--- src/verilog/fetch_pkg.sv ---
package fetch_pkg;

  // address and instruction words
  typedef logic [31:0] addr_t;
  typedef logic [31:0] inst_t;

  // first fetch after reset
  localparam addr_t reset_pc = 32'h8000_0000;

  // direct-mapped geometry, one 4-byte word per line
  localparam int cache_lines = 16;
  localparam int index_bits = $clog2(cache_lines);
  localparam int tag_bits = 32 - index_bits - 2;

  typedef logic [index_bits-1:0] index_t;
  typedef logic [tag_bits-1:0] tag_t;

  // major opcodes, inst[6:2]
  localparam logic [4:0] opcode_branch = 5'b11000;
  localparam logic [4:0] opcode_jal = 5'b11011;

  // miss fill sequence
  typedef enum logic [1:0] {
    state_idle,
    state_addr,
    state_data
  } cache_state_t;

endpackage

--- src/verilog/axi_lite_read_if.sv ---
`timescale 1ns/1ns

// AXI4-Lite read address and read data channels only
interface axi_lite_read_if
  import fetch_pkg::*;
();

  addr_t araddr;
  logic arvalid;
  logic arready;
  inst_t rdata;
  logic [1:0] rresp;
  logic rvalid;
  logic rready;

  modport manager (
    output araddr, arvalid, rready,
    input  arready, rdata, rresp, rvalid
  );

  modport subordinate (
    input  araddr, arvalid, rready,
    output arready, rdata, rresp, rvalid
  );

endinterface

--- src/verilog/fetch_top.sv ---
`timescale 1ns/1ns

module fetch_top
  import fetch_pkg::*;
(
  input  logic       clock,
  input  logic       reset,

  input  logic       jump_flush,
  input  addr_t      jump_dnpc,
  input  logic       cs_flush,
  input  addr_t      cs_dnpc,
  input  logic       fencei,

  input  logic       out_ready,
  output logic       out_valid,
  output addr_t      out_pc,
  output inst_t      out_inst,

  output addr_t      ar_addr,
  output logic       ar_valid,
  input  logic       ar_ready,
  input  inst_t      r_data,
  input  logic [1:0] r_resp,
  input  logic       r_valid,
  output logic       r_ready
);

  axi_lite_read_if mem_bus ();

  fetch_unit fetch_unit_inst (
    .clock      (clock),
    .reset      (reset),
    .mem        (mem_bus.manager),
    .jump_flush (jump_flush),
    .jump_dnpc  (jump_dnpc),
    .cs_flush   (cs_flush),
    .cs_dnpc    (cs_dnpc),
    .fencei     (fencei),
    .out_ready  (out_ready),
    .out_valid  (out_valid),
    .out_pc     (out_pc),
    .out_inst   (out_inst)
  );

  // memory side of the bus to plain ports
  assign ar_addr = mem_bus.araddr;
  assign ar_valid = mem_bus.arvalid;
  assign r_ready = mem_bus.rready;
  assign mem_bus.arready = ar_ready;
  assign mem_bus.rdata = r_data;
  assign mem_bus.rresp = r_resp;
  assign mem_bus.rvalid = r_valid;

endmodule

--- src/verilog/fetch_unit.sv ---
`timescale 1ns/1ns

module fetch_unit
  import fetch_pkg::*;
(
  input  logic  clock,
  input  logic  reset,

  axi_lite_read_if.manager mem,

  input  logic  jump_flush,
  input  addr_t jump_dnpc,
  input  logic  cs_flush,
  input  addr_t cs_dnpc,
  input  logic  fencei,

  input  logic  out_ready,
  output logic  out_valid,
  output addr_t out_pc,
  output inst_t out_inst
);

  addr_t fetch_pc;
  logic hit;
  inst_t cache_inst;

  addr_t imm_b;
  addr_t imm_j;
  addr_t pc_incr;
  addr_t pred_pc;

  logic flush;
  addr_t flush_pc;
  logic flush_pend;
  logic flush_any;
  addr_t redirect_pc;

  logic out_valid_q;
  logic out_free;
  logic take;

  icache icache_inst (
    .clock  (clock),
    .reset  (reset),
    .fencei (fencei),
    .addr   (fetch_pc),
    .hit    (hit),
    .inst   (cache_inst),
    .mem    (mem)
  );

  // static prediction, backward branches and jal taken
  assign imm_b = {{20{cache_inst[31]}}, cache_inst[7], cache_inst[30:25],
                  cache_inst[11:8], 1'b0};
  assign imm_j = {{12{cache_inst[31]}}, cache_inst[19:12], cache_inst[20],
                  cache_inst[30:21], 1'b0};

  always_comb begin
    case (cache_inst[6:2])
      opcode_branch: pc_incr = cache_inst[31] ? imm_b : 32'd4;
      opcode_jal: pc_incr = imm_j;
      default: pc_incr = 32'd4;
    endcase
  end

  assign pred_pc = fetch_pc + pc_incr;

  // cs_flush has priority over jump_flush
  assign flush = jump_flush | cs_flush;
  assign flush_pc = cs_flush ? cs_dnpc : jump_dnpc;
  assign flush_any = flush | flush_pend;

  // stage accepts a new word when empty or being drained
  assign out_free = !out_valid_q || out_ready;
  assign take = hit && !flush_any && out_free;

  always_ff @(posedge clock) begin
    if (reset) begin
      fetch_pc <= reset_pc;
      flush_pend <= 1'b0;
      out_valid_q <= 1'b0;
    end else begin
      if (flush) begin
        if (hit) fetch_pc <= flush_pc;
      end else if (flush_pend) begin
        if (hit) fetch_pc <= redirect_pc;
      end else if (take) begin
        fetch_pc <= pred_pc;
      end

      // remembered until the outstanding fill returns
      flush_pend <= flush_any && !hit;

      if (flush) begin
        out_valid_q <= 1'b0;
      end else if (take) begin
        out_valid_q <= 1'b1;
      end else if (out_ready) begin
        out_valid_q <= 1'b0;
      end
    end
  end

  // newest redirect target wins while waiting
  always_ff @(posedge clock) begin
    if (flush && !hit) begin
      redirect_pc <= flush_pc;
    end
  end

  always_ff @(posedge clock) begin
    if (take) begin
      out_pc <= fetch_pc;
      out_inst <= cache_inst;
    end
  end

  // a flush kills the held word in the same cycle
  assign out_valid = out_valid_q && !flush;

  out_hold: assert property (
    @(posedge clock) disable iff (reset)
    out_valid && !out_ready && !flush |=> $stable(out_pc) && $stable(out_inst)
  ) else $error("fetch_unit: output changed under back-pressure at %0t", $time);

endmodule

--- src/verilog/icache.sv ---
`timescale 1ns/1ns

module icache
  import fetch_pkg::*;
(
  input  logic  clock,
  input  logic  reset,
  input  logic  fencei,
  input  addr_t addr,
  output logic  hit,
  output inst_t inst,
  axi_lite_read_if.manager mem
);

  // line storage
  logic [cache_lines-1:0] valid_bits;
  tag_t tag_array [cache_lines];
  inst_t data_array [cache_lines];

  index_t lookup_index;
  tag_t lookup_tag;

  cache_state_t state;
  cache_state_t state_next;

  // address of the word being filled
  addr_t fill_addr;
  index_t fill_index;
  tag_t fill_tag;
  logic fill_killed;
  logic fill_done;

  assign lookup_index = addr[index_bits+1:2];
  assign lookup_tag = addr[31:index_bits+2];

  // lookup is purely combinational
  assign hit = valid_bits[lookup_index] && (tag_array[lookup_index] == lookup_tag);
  assign inst = data_array[lookup_index];

  assign fill_index = fill_addr[index_bits+1:2];
  assign fill_tag = fill_addr[31:index_bits+2];
  assign fill_done = (state == state_data) && mem.rvalid;

  always_comb begin
    state_next = state;
    case (state)
      state_idle: if (!hit) state_next = state_addr;
      state_addr: if (mem.arready) state_next = state_data;
      state_data: if (mem.rvalid) state_next = state_idle;
      default: state_next = state_idle;
    endcase
  end

  always_ff @(posedge clock) begin
    if (reset) begin
      state <= state_idle;
    end else begin
      state <= state_next;
    end
  end

  // latch the missing address, held until the fill ends
  always_ff @(posedge clock) begin
    if (state == state_idle && !hit) begin
      fill_addr <= {addr[31:2], 2'b00};
    end
  end

  // fence.i seen mid-fill, the returning word is stale
  always_ff @(posedge clock) begin
    if (reset || state == state_idle) begin
      fill_killed <= 1'b0;
    end else if (fencei) begin
      fill_killed <= 1'b1;
    end
  end

  always_ff @(posedge clock) begin
    if (reset || fencei) begin
      valid_bits <= '0;
    end else if (fill_done && !fill_killed) begin
      valid_bits[fill_index] <= 1'b1;
    end
  end

  always_ff @(posedge clock) begin
    if (fill_done) begin
      tag_array[fill_index] <= fill_tag;
      data_array[fill_index] <= mem.rdata;
    end
  end

  assign mem.araddr = fill_addr;
  assign mem.arvalid = (state == state_addr);
  assign mem.rready = (state == state_data);

  // request must not move or drop before it is accepted
  ar_hold: assert property (
    @(posedge clock) disable iff (reset)
    mem.arvalid && !mem.arready |=> mem.arvalid && $stable(mem.araddr)
  ) else $error("icache: AR request changed before arready at %0t", $time);

  // only OKAY is expected from instruction memory
  r_okay: assert property (
    @(posedge clock) disable iff (reset)
    mem.rvalid && mem.rready |-> mem.rresp == 2'b00
  ) else $error("icache: rresp %b for %h at %0t", mem.rresp, fill_addr, $time);

endmodule
--- config.mk ---
export PLATFORM = sky130hd
export DESIGN_NAME = fetch_top
export DESIGN_NICKNAME = d
export VERILOG_FILES = /design/src/verilog/fetch_pkg.sv /design/src/verilog/axi_lite_read_if.sv /design/src/verilog/fetch_top.sv /design/src/verilog/fetch_unit.sv /design/src/verilog/icache.sv
export SDC_FILE = /design/constraint.sdc
export NUM_CORES = 1
export LEC_CHECK = 0
export ABC_AREA = 1
export ABC_CLOCK_PERIOD_IN_PS = 9000
export BUFFER_PORTS_ARGS = -buffer_cell sky130_fd_sc_hd__buf_2
export CORE_MARGIN = 2
export CORE_UTILIZATION = 45
export DETAILED_ROUTE_END_ITERATION = 7
export PLACE_DENSITY_LB_ADDON = 0.12
export SLEW_MARGIN = 20
export SYNTH_ARGS = -nofsm -noshare
export SYNTH_HDL_FRONTEND = slang
export SYNTH_SLANG_ARGS = --single-unit
export TNS_END_PERCENT = 20
--- constraint.sdc ---
create_clock -name clock -period 9 [get_ports clock]
set_input_delay 1.8 -clock clock [delete_from_list [all_inputs] [get_ports clock]]
set_output_delay 1.8 -clock clock [all_outputs]
set_load 0.05 [all_outputs]
# Yosys cells after proc, flatten, opt, wreduce, memory -nomap -nowiden
# Memory sizes are Yosys's and may differ from the RTL's. A register that Yosys moved wholly into a read port is not among the register bits.
# Cells that the tools add are included.
# Widths: inputs -> output; s select.
# totals
word_cells	77
in_bits	106
mem_bits_rw	928
register_bits	179
n_memories	2
# memory_table
memory	depth	word_bits	rd	rd_ports_with_merged_regs	wr	line_no	source
fetch_unit_inst.icache_inst.data_array	16	32	1	1	1	icache.sv:18	inst_t data_array [cache_lines];
fetch_unit_inst.icache_inst.tag_array	16	26	1	1	1	icache.sv:17	tag_t tag_array [cache_lines];
# op_classes
magnitude_cmp	3
bitwise_logic	3
addsub	1
reduce_logical	24
eq_ne	10
mux	24
# ops
cell	count
$mux 32	7
$pmux 32 s2	1
$add 32x32->32	1
$eq 26x26->1	1
$mux 4	4
$or 16x16->16	1
$eq 5x5->1 const B	2
$logic_and 1x1->1	10
$lt 4x5->1 const B	2
$mux 1	6
$mux 2	3
$ne 2x1->1 const B	3
$pmux 2 s3	1
$reduce_and 3->1	2
$logic_not 1->1	5
$bmux 1 s4	1
$demux 1 s4	1
$ge 4x1->1 const B	1
$ne 2x2->1 const B	2
$logic_or 1x1->1	3
$reduce_bool 3->1	1
$eq 2x1->1 const B	1
$eq 2x2->1 const B	1
$logic_not 2->1	1
other kinds (3)	4

# Depth between registers and ports, before layout
# Gate-level depths: netlist of the first run.
# logic_depth
ltp_word	10
ltp_mapped	36
ltp_nobuf	33

# Hierarchy
# From an unflattened synthesis of the first run, not the netlist that was laid out.
# hier_totals
hier_cells	4014
area_unflattened_um2	46301.9
# by_module_without_submodules
module	seq_area_each_um2	instances	cells_each	area_per_inst_um2
icache	29148.0	1	3172	39205.1
fetch_unit	3563.4	1	842	7096.8

# Least setup slack after synthesis of the first run
# Ideal clock, no wire load.
# synth_path
kind	input-to-reg
startpoint	input cs_flush
endpoint	register fetch_unit_inst.out_inst[0] (enable)
path_stages	7
setup_ps	643
setup_slack_ps	-765
t_arrival_ps	9122
t_required_ps	8357
path_buffers	2
cell_sequence	clkbuf_1 -> nor2_1 -> inv_1 -> nor2_1 -> inv_1 -> clkbuf_1 -> nor4_1
# synth_via
elab_chain_len	5
# synth_lines
item	line_no	source
from (decl)	fetch_top.sv:11	input logic cs_flush,
$or 1x1->1	fetch_unit.sv:69	assign flush = jump_flush | cs_flush;
$or 1x1->1	fetch_unit.sv:71	assign flush_any = flush | flush_pend;
$logic_not 1->1	fetch_unit.sv:75	assign take = hit && !flush_any && out_free;
$logic_and 1x1->1 (2 in series)	fetch_unit.sv:75	
via fetch_unit_inst.take	fetch_unit.sv:40	logic take;
to (signal assigned)	fetch_unit.sv:114	out_inst <= cache_inst;
to (decl)	fetch_unit.sv:20	output inst_t out_inst
# The timed path passes the listed nets, and every way through them passes these cells.
# A chain may end at the register's enable or synchronous reset.

==> results of run 1 <==
## worst reg2reg max path, delay by kind of cell, from the launching register on
family | cells | cell delay (ns)
adder cells (fa/ha/maj) | 1 | 0.49
flip-flops | 1 | 0.80
AND/OR/NAND/NOR | 17 | 1.98
AO/OA/AOI/OAI | 4 | 1.60
buffers and inverters | 4 | 1.46
## flip-flops by register name (all words and copies together) (netlist names), named ones only
signal / flops
fetch_unit_inst.fetch_pc: 32
fetch_unit_inst.flush_pend: 1
fetch_unit_inst.icache_inst.data_array: 512
fetch_unit_inst.icache_inst.fill_killed: 1
fetch_unit_inst.icache_inst.mem.araddr: 30
fetch_unit_inst.icache_inst.state: 2
fetch_unit_inst.icache_inst.tag_array: 416
fetch_unit_inst.icache_inst.valid_bits: 16
fetch_unit_inst.out_inst: 32
fetch_unit_inst.out_pc: 32
fetch_unit_inst.out_valid_q: 1
fetch_unit_inst.redirect_pc: 32
## where the power goes
part	total, mW	internal [mW]	switching (mW)
Combinational	0.229	0.0503	0.178
Sequential	5.77	5.72	0.0554
Clock	4.61	2.61	2.00
Total	10.6	8.38	2.23
## logic make-up (layout without fill, tap and decap cells)
| logic type | after synthesis | count (layout) | synth area share |
|---|---|---|---|
| other | 1 | 3 | 0.0000827 |
| XOR/XNOR | 28 | 28 | 0.00623 |
| buffers and inverters | 371 | 623 | 0.0366 |
| adder cells (fa/ha/maj) | 20 | 20 | 0.00568 |
| AND/OR/NAND/NOR | 1264 | 1264 | 0.112 |
| AO/OA/AOI/OAI | 880 | 880 | 0.116 |
| flip-flops | 1111 | 1111 | 0.723 |
## path summary, 6_finish.rpt
path	cells past startpoint	to	slack, ns
setup / recovery	26	fetch_unit_inst.fetch_pc[31]$_SDFFE_PP1P_	2.53
hold / removal	0	fetch_unit_inst.out_pc[0]$_DFFE_PP_	0.44
setup reg to reg	26	fetch_unit_inst.fetch_pc[31]$_SDFFE_PP1P_	2.53
hold reg to reg	0	fetch_unit_inst.out_pc[0]$_DFFE_PP_	0.44
## area by class of cell
cell class                 count  area (sq um)  area share
antenna                        1          2.50   0.0000489
clock inverter                69           593      0.0116
inverter                     144           562      0.0110
timing repair buffer         263          1500      0.0293
tap                         1298          1620      0.0318
sequential                  1111         32800       0.641
clock buffer                 147          3040      0.0594
multi-input combinational   2194         11000       0.215
## synthesized netlist by cell type (all sizes together)
cell type,instances
edfxtp,1054
nor2,531
nand2,523
o21ai,456
nand3,159
inv,143
clkbuf,125
a21oi,109
buf,102
o221ai,95
o211ai,88
o22ai,72
dfxtp,57
nor3,21
ha,19
xor2,19
a22o,14
nand4,14
a31oi,13
a221oi,11
xnor2,9
o41ai,7
or2,7
a311o,5
nor4,5
nand3b,3
a211o,2
a22oi,2
o21a,2
a211oi,1
a31o,1
clkinv,1
conb,1
fa,1
nor3b,1
o311ai,1
o31ai,1
## cell usage in the layout (no fill, tap or decap), types with 11 or more instances in the layout
| cell | instances |
|---|---|
| o221ai_1 | 95 |
| o21ai_1 | 70 |
| a221oi_1 | 11 |
| a31oi_1 | 13 |
| clkinv_1 | 31 |
| nor2_1 | 522 |
| inv_1 | 136 |
| dfxtp_1 | 53 |
| xor2_1 | 17 |
| clkbuf_16 | 117 |
| nor3_2 | 12 |
| ha_1 | 19 |
| a21oi_1 | 109 |
| o21ai_0 | 386 |
| edfxtp_1 | 1054 |
| buf_2 | 200 |
| clkinv_2 | 18 |
| o211ai_1 | 88 |
| nand2_1 | 519 |
| a22o_1 | 14 |
| o22ai_1 | 72 |
| clkbuf_1 | 30 |
| buf_4 | 61 |
| nand4_1 | 13 |
| nand3_1 | 157 |
## per-layer routing
metal | GRT usage | part of all wire | vias up
met5 | 0 | 0.000092 | -
met4 | 0.0792 | 0.029 | 2
met3 | 0.0380 | 0.062 | 213
met2 | 0.405 | 0.48 | 976
met1 | 0.348 | 0.43 | 14900
li1 | - | - | 13800
## metrics by stage
step | cell area (sq um) | hold slack (ns) | power (mW) | utilization
after floorplan | 45400 | 0.409 | 5.98 | -
after global placement | 47500 | 0.429 | 6.11 | 0.475
after detailed placement | 47500 | 0.424 | 6.11 | 0.475
after CTS | 51100 | 0.438 | 10.7 | 0.511
after global routing | 51100 | 0.447 | 10.9 | 0.511
final | 51100 | 0.436 | 10.6 | 0.511
==> tab_implementation.tex, run 1 <==
\begin{tabular}{lr}
\hline
Metric & Value \\
\hline
\multicolumn{2}{l}{\textbf{STA}} \\
Max-slew headroom at the worst pin & 0.219 \\
Total count of hold-check failures in the final report & 0 \\
Worst-case setup margin in the final layout & 2.53 ns \\
Period utilisation layout & 0.719 \\
Number of setup violations in the final report & 0 \\
Setup Total Neg Slack & 0 ns \\
Shortest clock period the worst path allows after layout & 6.47 ns \\
Layout Skew & 0.0322 ns \\
Worst Max-Slew Pin Slew & 1.17 ns \\
Final slew viol count & 0 \\
Highest clock rate & 155 MHz \\
Unrepaired setup endpoints after global routing & false \\
\multicolumn{2}{l}{\textbf{Drt}} \\
Router iterations before antenna repair & 8 \\
Drc violations & 0 \\
Routed length per placed instance & 25.0 um \\
Total wirelength of the detailed-routed design & 130,000 um \\
Iteration-0 DRC count of the detailed router & 2,962 \\
Number of vias after detailed routing & 29,900 \\
DR vias/cell & 5.72 \\
Remaining antenna violation count after routing & 0 \\
\multicolumn{2}{l}{\textbf{Clock network}} \\
Clock Latency Late Sink & 0.71 ns \\
Clock tree from TritonCTS & yes \\
Number of buffers on the longest clock path & 3 \\
Cts hold-fix bufs & 0 \\
Root buffer cell & clkbuf\_16 \\
Clock buffer count from CTS & 117 \\
Clock transition at the registers of the reported paths & 0.06 ns \\
H-Tree Depth & 3 \\
Count of instances resized after the clock tree is built & 0 \\
Setup Fix Bufs, Post-CTS & 0 \\
Number of sinks handled by clock tree synthesis & 1,111 \\
\multicolumn{2}{l}{\textbf{Floorplan}} \\
Site row count & 116 \\
Overall die area & 0.103 sq mm \\
Top-Level Pins & 205 \\
Initial Util & 0.454 \\
Area of the core region & 0.100 sq mm \\
Die X-Extent & 321 um \\
Die Y-Extent & 321 um \\
\multicolumn{2}{l}{\textbf{Synthesis}} \\
Synthesized area per cell & 12.3 sq um \\
Synth unique cells & 51 \\
Seq cells post-synth & 1,111 \\
Post-synthesis cell count & 3,675 \\
Largest cells by area after synthesis & edfxtp\_1 70\%, nor2\_1 4.4\%, nand2\_1 4.3\% \\
Register area share after synthesis & 0.723 \\
Largest area contributor in the synthesized netlist & edfxtp\_1 \\
Post-synthesis instance area & 0.0454 sq mm \\
Count of warnings emitted by yosys & 0 \\
Top cell type's share of synthesized area & 0.698 \\
\multicolumn{2}{l}{\textbf{Place}} \\
Port Buffers & 200 \\
Estimated wirelength of the detail-placed design & 69,100 um \\
Post-Place Worst Slack & 2.52 ns \\
GPL Wtd Cong & 0.845 \\
Cell Count Post-Placement & 5,010 \\
\multicolumn{2}{l}{\textbf{Worst setup path}} \\
Signal arrival time at the worst endpoint & 7.06 ns \\
Required arrival time at the worst endpoint & 9.59 ns \\
Delay-heaviest family, CP & simple AND/OR/NAND/NOR gates \\
Endpoint class of the critical path & flip-flop \\
Maximum fanout along the worst path & 227 \\
Startpoint type of the worst setup path & flip-flop \\
Worst Setup Path Type & reg -> reg \\
Highest-delay cell along the critical path & dfxtp\_4 \\
Number of buffer and inverter instances along the worst setup path & 4 \\
Crit-path most repeated cell & nand2\_1 \\
Max incr delay on CP & 0.80 ns \\
\multicolumn{2}{l}{\textbf{Cells and area}} \\
Layout filler cell count & 8,767 \\
Layout Area Growth over Synthesis & 12.8\% \\
Share of cells above drive strength 1 & 0.119 \\
Number of standard cells in the layout, taps in and fillers out & 5,227 \\
NumNets Final & 3,957 \\
\multicolumn{2}{l}{\textbf{Flow run}} \\
Max-capacitance violation count & 0 \\
\multicolumn{2}{l}{\textbf{Global routing}} \\
First-pass GRT wire length & 190,000 um \\
Number of global-route vias before repair & 28,500 \\
Maximum number of pins on one net before global-route repair & 228 \\
Total global routing overflow & 0 \\
Global-route usage over all layers & 0.250 \\
Antenna violations before repair & 4 \\
\multicolumn{2}{l}{\textbf{Outcome}} \\
Run status & complete, no violations \\
\multicolumn{2}{l}{\textbf{Power and ir drop}} \\
Power Dens Cells & 208 mW/mm\^{}2 \\
Lkg Pwr & 17.8 nW \\
VDD IR max & 0.163 mV \\
\multicolumn{2}{l}{\textbf{Min path}} \\
Class of the worst hold path & reg -> reg \\
Launch instance of the worst min-delay path & fetch\_unit\_inst.fetch\_pc[0]\$\_SDFFE\_PP0P\_ \\
\hline
\end{tabular}
(Power assumes the default switching activity.)
==> run 2, diff against run 1 <==
ABC_CLOCK_PERIOD_IN_PS = 5750   (was 9000)
clock period = 5.75 ns   (was 9 ns; I/O delays follow)
==> run 2 against run 1 <==
  * Fmax grew 23%
  * Via count grew 0.26%
  * Setup slack lost 2.0 ns
  * Register-to-register slack lost 2.0 ns
  * Sequential power grew 57%
  * Clock skew shrank 0.0024 ns
  * Combinational power grew 57%
==> tab_implementation.tex, run 2 (same netlist as run 1, synthesis figures left out) <==
\begin{tabular}{lr}
\hline
Metric & Value \\
\hline
\multicolumn{2}{l}{\textbf{Clock network}} \\
Clock buffer count from CTS & 114 (-2.6\%) \\
Clock transition at the registers of the reported paths & 0.06 ns (about the same) \\
Root buffer cell & clkbuf\_16 \\
Number of sinks handled by clock tree synthesis & 1,111 (unchanged) \\
Count of instances resized after the clock tree is built & 0 (unchanged) \\
Number of buffers on the longest clock path & 3 (unchanged) \\
H-Tree Depth & 3 (unchanged) \\
Clock tree from TritonCTS & yes \\
Clock Latency Late Sink & 0.72 ns (about the same) \\
\multicolumn{2}{l}{\textbf{Place}} \\
Estimated wirelength of the detail-placed design & 69,600 um (+0.74\%) \\
Port Buffers & 200 (unchanged) \\
GPL Wtd Cong & 0.862 (+2.0\%) \\
Post-Place Worst Slack & 0.449 ns (-2.07 ns) \\
\multicolumn{2}{l}{\textbf{Flow run}} \\
Max-capacitance violation count & 0 (unchanged) \\
\multicolumn{2}{l}{\textbf{Drt}} \\
Router iterations before antenna repair & 5 (-3) \\
Iteration-0 DRC count of the detailed router & 2,889 (-2.5\%) \\
Remaining antenna violation count after routing & 0 (unchanged) \\
Top layer reached by signal wires & met5 \\
Routed length on met3 & 7970 um (-1.8\%) \\
Routed length per placed instance & 24.6 um (-1.4\%) \\
DR vias/cell & 5.71 (about the same) \\
DRT met1 WL & 56,300 um (-0.12\%) \\
Number of vias after detailed routing & 30,000 (+0.26\%) \\
Total wirelength of the detailed-routed design & 129,000 um (-1.1\%) \\
Drc violations & 0 (unchanged) \\
Met2 wire length & 61,200 um (-1.7\%) \\
\multicolumn{2}{l}{\textbf{Worst setup path}} \\
Maximum fanout along the worst path & 45 (-80\%) \\
Crit-path most repeated cell & nand2\_1 \\
Max incr delay on CP & 0.56 ns (-0.24 ns) \\
Worst Setup Path Type & reg -> reg \\
Signal arrival time at the worst endpoint & 5.84 ns (-1.22 ns) \\
Required arrival time at the worst endpoint & 6.34 ns (-3.25 ns) \\
Startpoint type of the worst setup path & flip-flop \\
Highest-delay cell along the critical path & a31oi\_1 \\
Endpoint class of the critical path & flip-flop \\
\multicolumn{2}{l}{\textbf{STA}} \\
Worst Max-Slew Pin Slew & 1.12 ns (-0.0562 ns) \\
Number of setup violations in the final report & 0 (unchanged) \\
Shortest clock period the worst path allows after layout & 5.25 ns (-1.22 ns) \\
Final slew viol count & 0 (unchanged) \\
Period utilisation layout & 0.913 (+0.195) \\
Layout Skew & 0.0298 ns (-0.00236 ns) \\
Highest clock rate & 190 MHz (+23\%) \\
Worst-case setup margin in the final layout & 0.498 ns (-2.03 ns) \\
Total count of hold-check failures in the final report & 0 (unchanged) \\
Max-slew headroom at the worst pin & 0.257 (+0.0374) \\
Unrepaired setup endpoints after global routing & false \\
\multicolumn{2}{l}{\textbf{Cells and area}} \\
Top flop regs & fetch\_unit\_inst.icache\_inst.data\_array: 512 flops, fetch\_unit\_inst.icache\_inst.tag\_array: 416 flops \\
Layout Area Growth over Synthesis & 13.4\% \\
Leading cell types in the layout, fill and taps excluded & 1,054 x edfxtp\_1, 522 x nor2\_1, 519 x nand2\_1, 386 x o21ai\_0, 200 x buf\_2 \\
NumNets Final & 3,971 (+0.35\%) \\
Max reg flops & 512 (unchanged) \\
Core occupancy in the finished layout & 0.514 (+0.00275) \\
Commonest non-fill, non-tap cell in the layout & edfxtp\_1 \\
Share of cells above drive strength 1 & 0.123 (+0.00363) \\
Register name with the most flops & fetch\_unit\_inst.icache\_inst.data\_array \\
\multicolumn{2}{l}{\textbf{Floorplan}} \\
Site row count & 116 (unchanged) \\
Die Y-Extent & 321 um (unchanged) \\
Top-Level Pins & 205 (unchanged) \\
Overall die area & 0.103 sq mm (unchanged) \\
Area of the core region & 0.100 sq mm (unchanged) \\
Die X-Extent & 321 um (unchanged) \\
Initial Util & 0.454 (unchanged) \\
\multicolumn{2}{l}{\textbf{Outcome}} \\
Run status & complete, no violations \\
\multicolumn{2}{l}{\textbf{Global routing}} \\
Antenna violations before repair & 9 (+5) \\
Number of global-route vias before repair & 28,300 (-0.46\%) \\
First-pass GRT wire length & 189,000 um (-0.95\%) \\
Maximum number of pins on one net before global-route repair & 196 (-14\%) \\
Global-route usage over all layers & 0.247 (-0.00300) \\
Total global routing overflow & 0 (unchanged) \\
\multicolumn{2}{l}{\textbf{Power and ir drop}} \\
Power Dens Cells & 319 mW/mm\^{}2 (+54\%) \\
Lkg Pwr & 17.9 nW (+0.54\%) \\
VDD IR max & 0.245 mV (+50\%) \\
\multicolumn{2}{l}{\textbf{Min path}} \\
Class of the worst hold path & reg -> reg \\
\hline
\end{tabular}
==> run 2: cell types whose count changed in the layout (fill, tap and decap cells not counted), moves of 3 or more <==
cell and delta:
clkinv_1 +5, clkinv_2 +6, inv_6 -6, buf_12 +18, bufinv_16 -3, clkbuf_1 -6
==> run 2: final timing paths <==
| check | start | end | slack, ns | cells past startpoint |
|---|---|---|---|---|
| max | flip-flop | fetch_unit_inst.fetch_pc[27]$_SDFFE_PP0P_ | 0.50 | 27 |
| min | fetch_unit_inst.icache_inst.valid_bits[12]$_SDFFE_PP0P_ | fetch_unit_inst.icache_inst.valid_bits[12]$_SDFFE_PP0P_ | 0.45 | 2 |
| max reg2reg | flip-flop | fetch_unit_inst.fetch_pc[27]$_SDFFE_PP0P_ | 0.50 | 27 |
| min reg2reg | fetch_unit_inst.icache_inst.valid_bits[12]$_SDFFE_PP0P_ | fetch_unit_inst.icache_inst.valid_bits[12]$_SDFFE_PP0P_ | 0.45 | 2 |
==> run 2: worst max-delay path: cells and delay by family (launching register included) <==
family,cells,cell delay (ns)
DFF,1,0.42
AOI/OAI and AO/OA,4,1.25
buffers and inverters,5,1.05
adders and majority gates,1,0.28
and+or+nand+nor,17,2.07
==> run 2: per-layer routing <==
layer / GRT usage / vias up
li1: - / 13800
met1: 0.348 / 14900
met2: 0.402 / 993
met3: 0.0348 / 202
met4: 0.0695 / 10
met5: 0 / -
==> run 2: final cells by class <==
class | instances | area (sq um)
well taps | 1298 | 1620
flip-flops and latches | 1111 | 32800
inverters | 144 | 562
fillers | 8705 | 48600
multi-input cells | 2194 | 11000
clock buffers | 140 | 2990
clock inverters | 73 | 553
diodes | 2 | 5.00
repair buffers | 280 | 1860
==> run 2: what timing repair did <==
item | in CTS | in global routing
endpoints found under the setup margin | 0 | 2
buffers inserted | 0 | 1
hold buffers | 0 | 0
==> run 2: power breakdown <==
| group | total [mW] | internal (mW) | switching, mW |
|---|---|---|---|
| combinational | 0.360 | 0.0814 | 0.278 |
| sequential | 9.04 | 8.95 | 0.0893 |
| clock | 7.02 | 3.92 | 3.10 |
==> run 2: metrics by stage <==
stage	total power, mW	instances	hold WS (ns)	instance area, sq um	TNS, ns
6_report	16.4	5242	0.452	51400	0
5_1_grt	16.9	5240	0.468	51400	0
4_1_cts	16.5	5239	0.452	51400	0
3_5_place_dp	9.57	5026	0.443	47900	0
3_3_place_gp	9.57	5026	0.437	47900	0
2_1_floorplan	9.36	3676	0.409	45400	-204.08
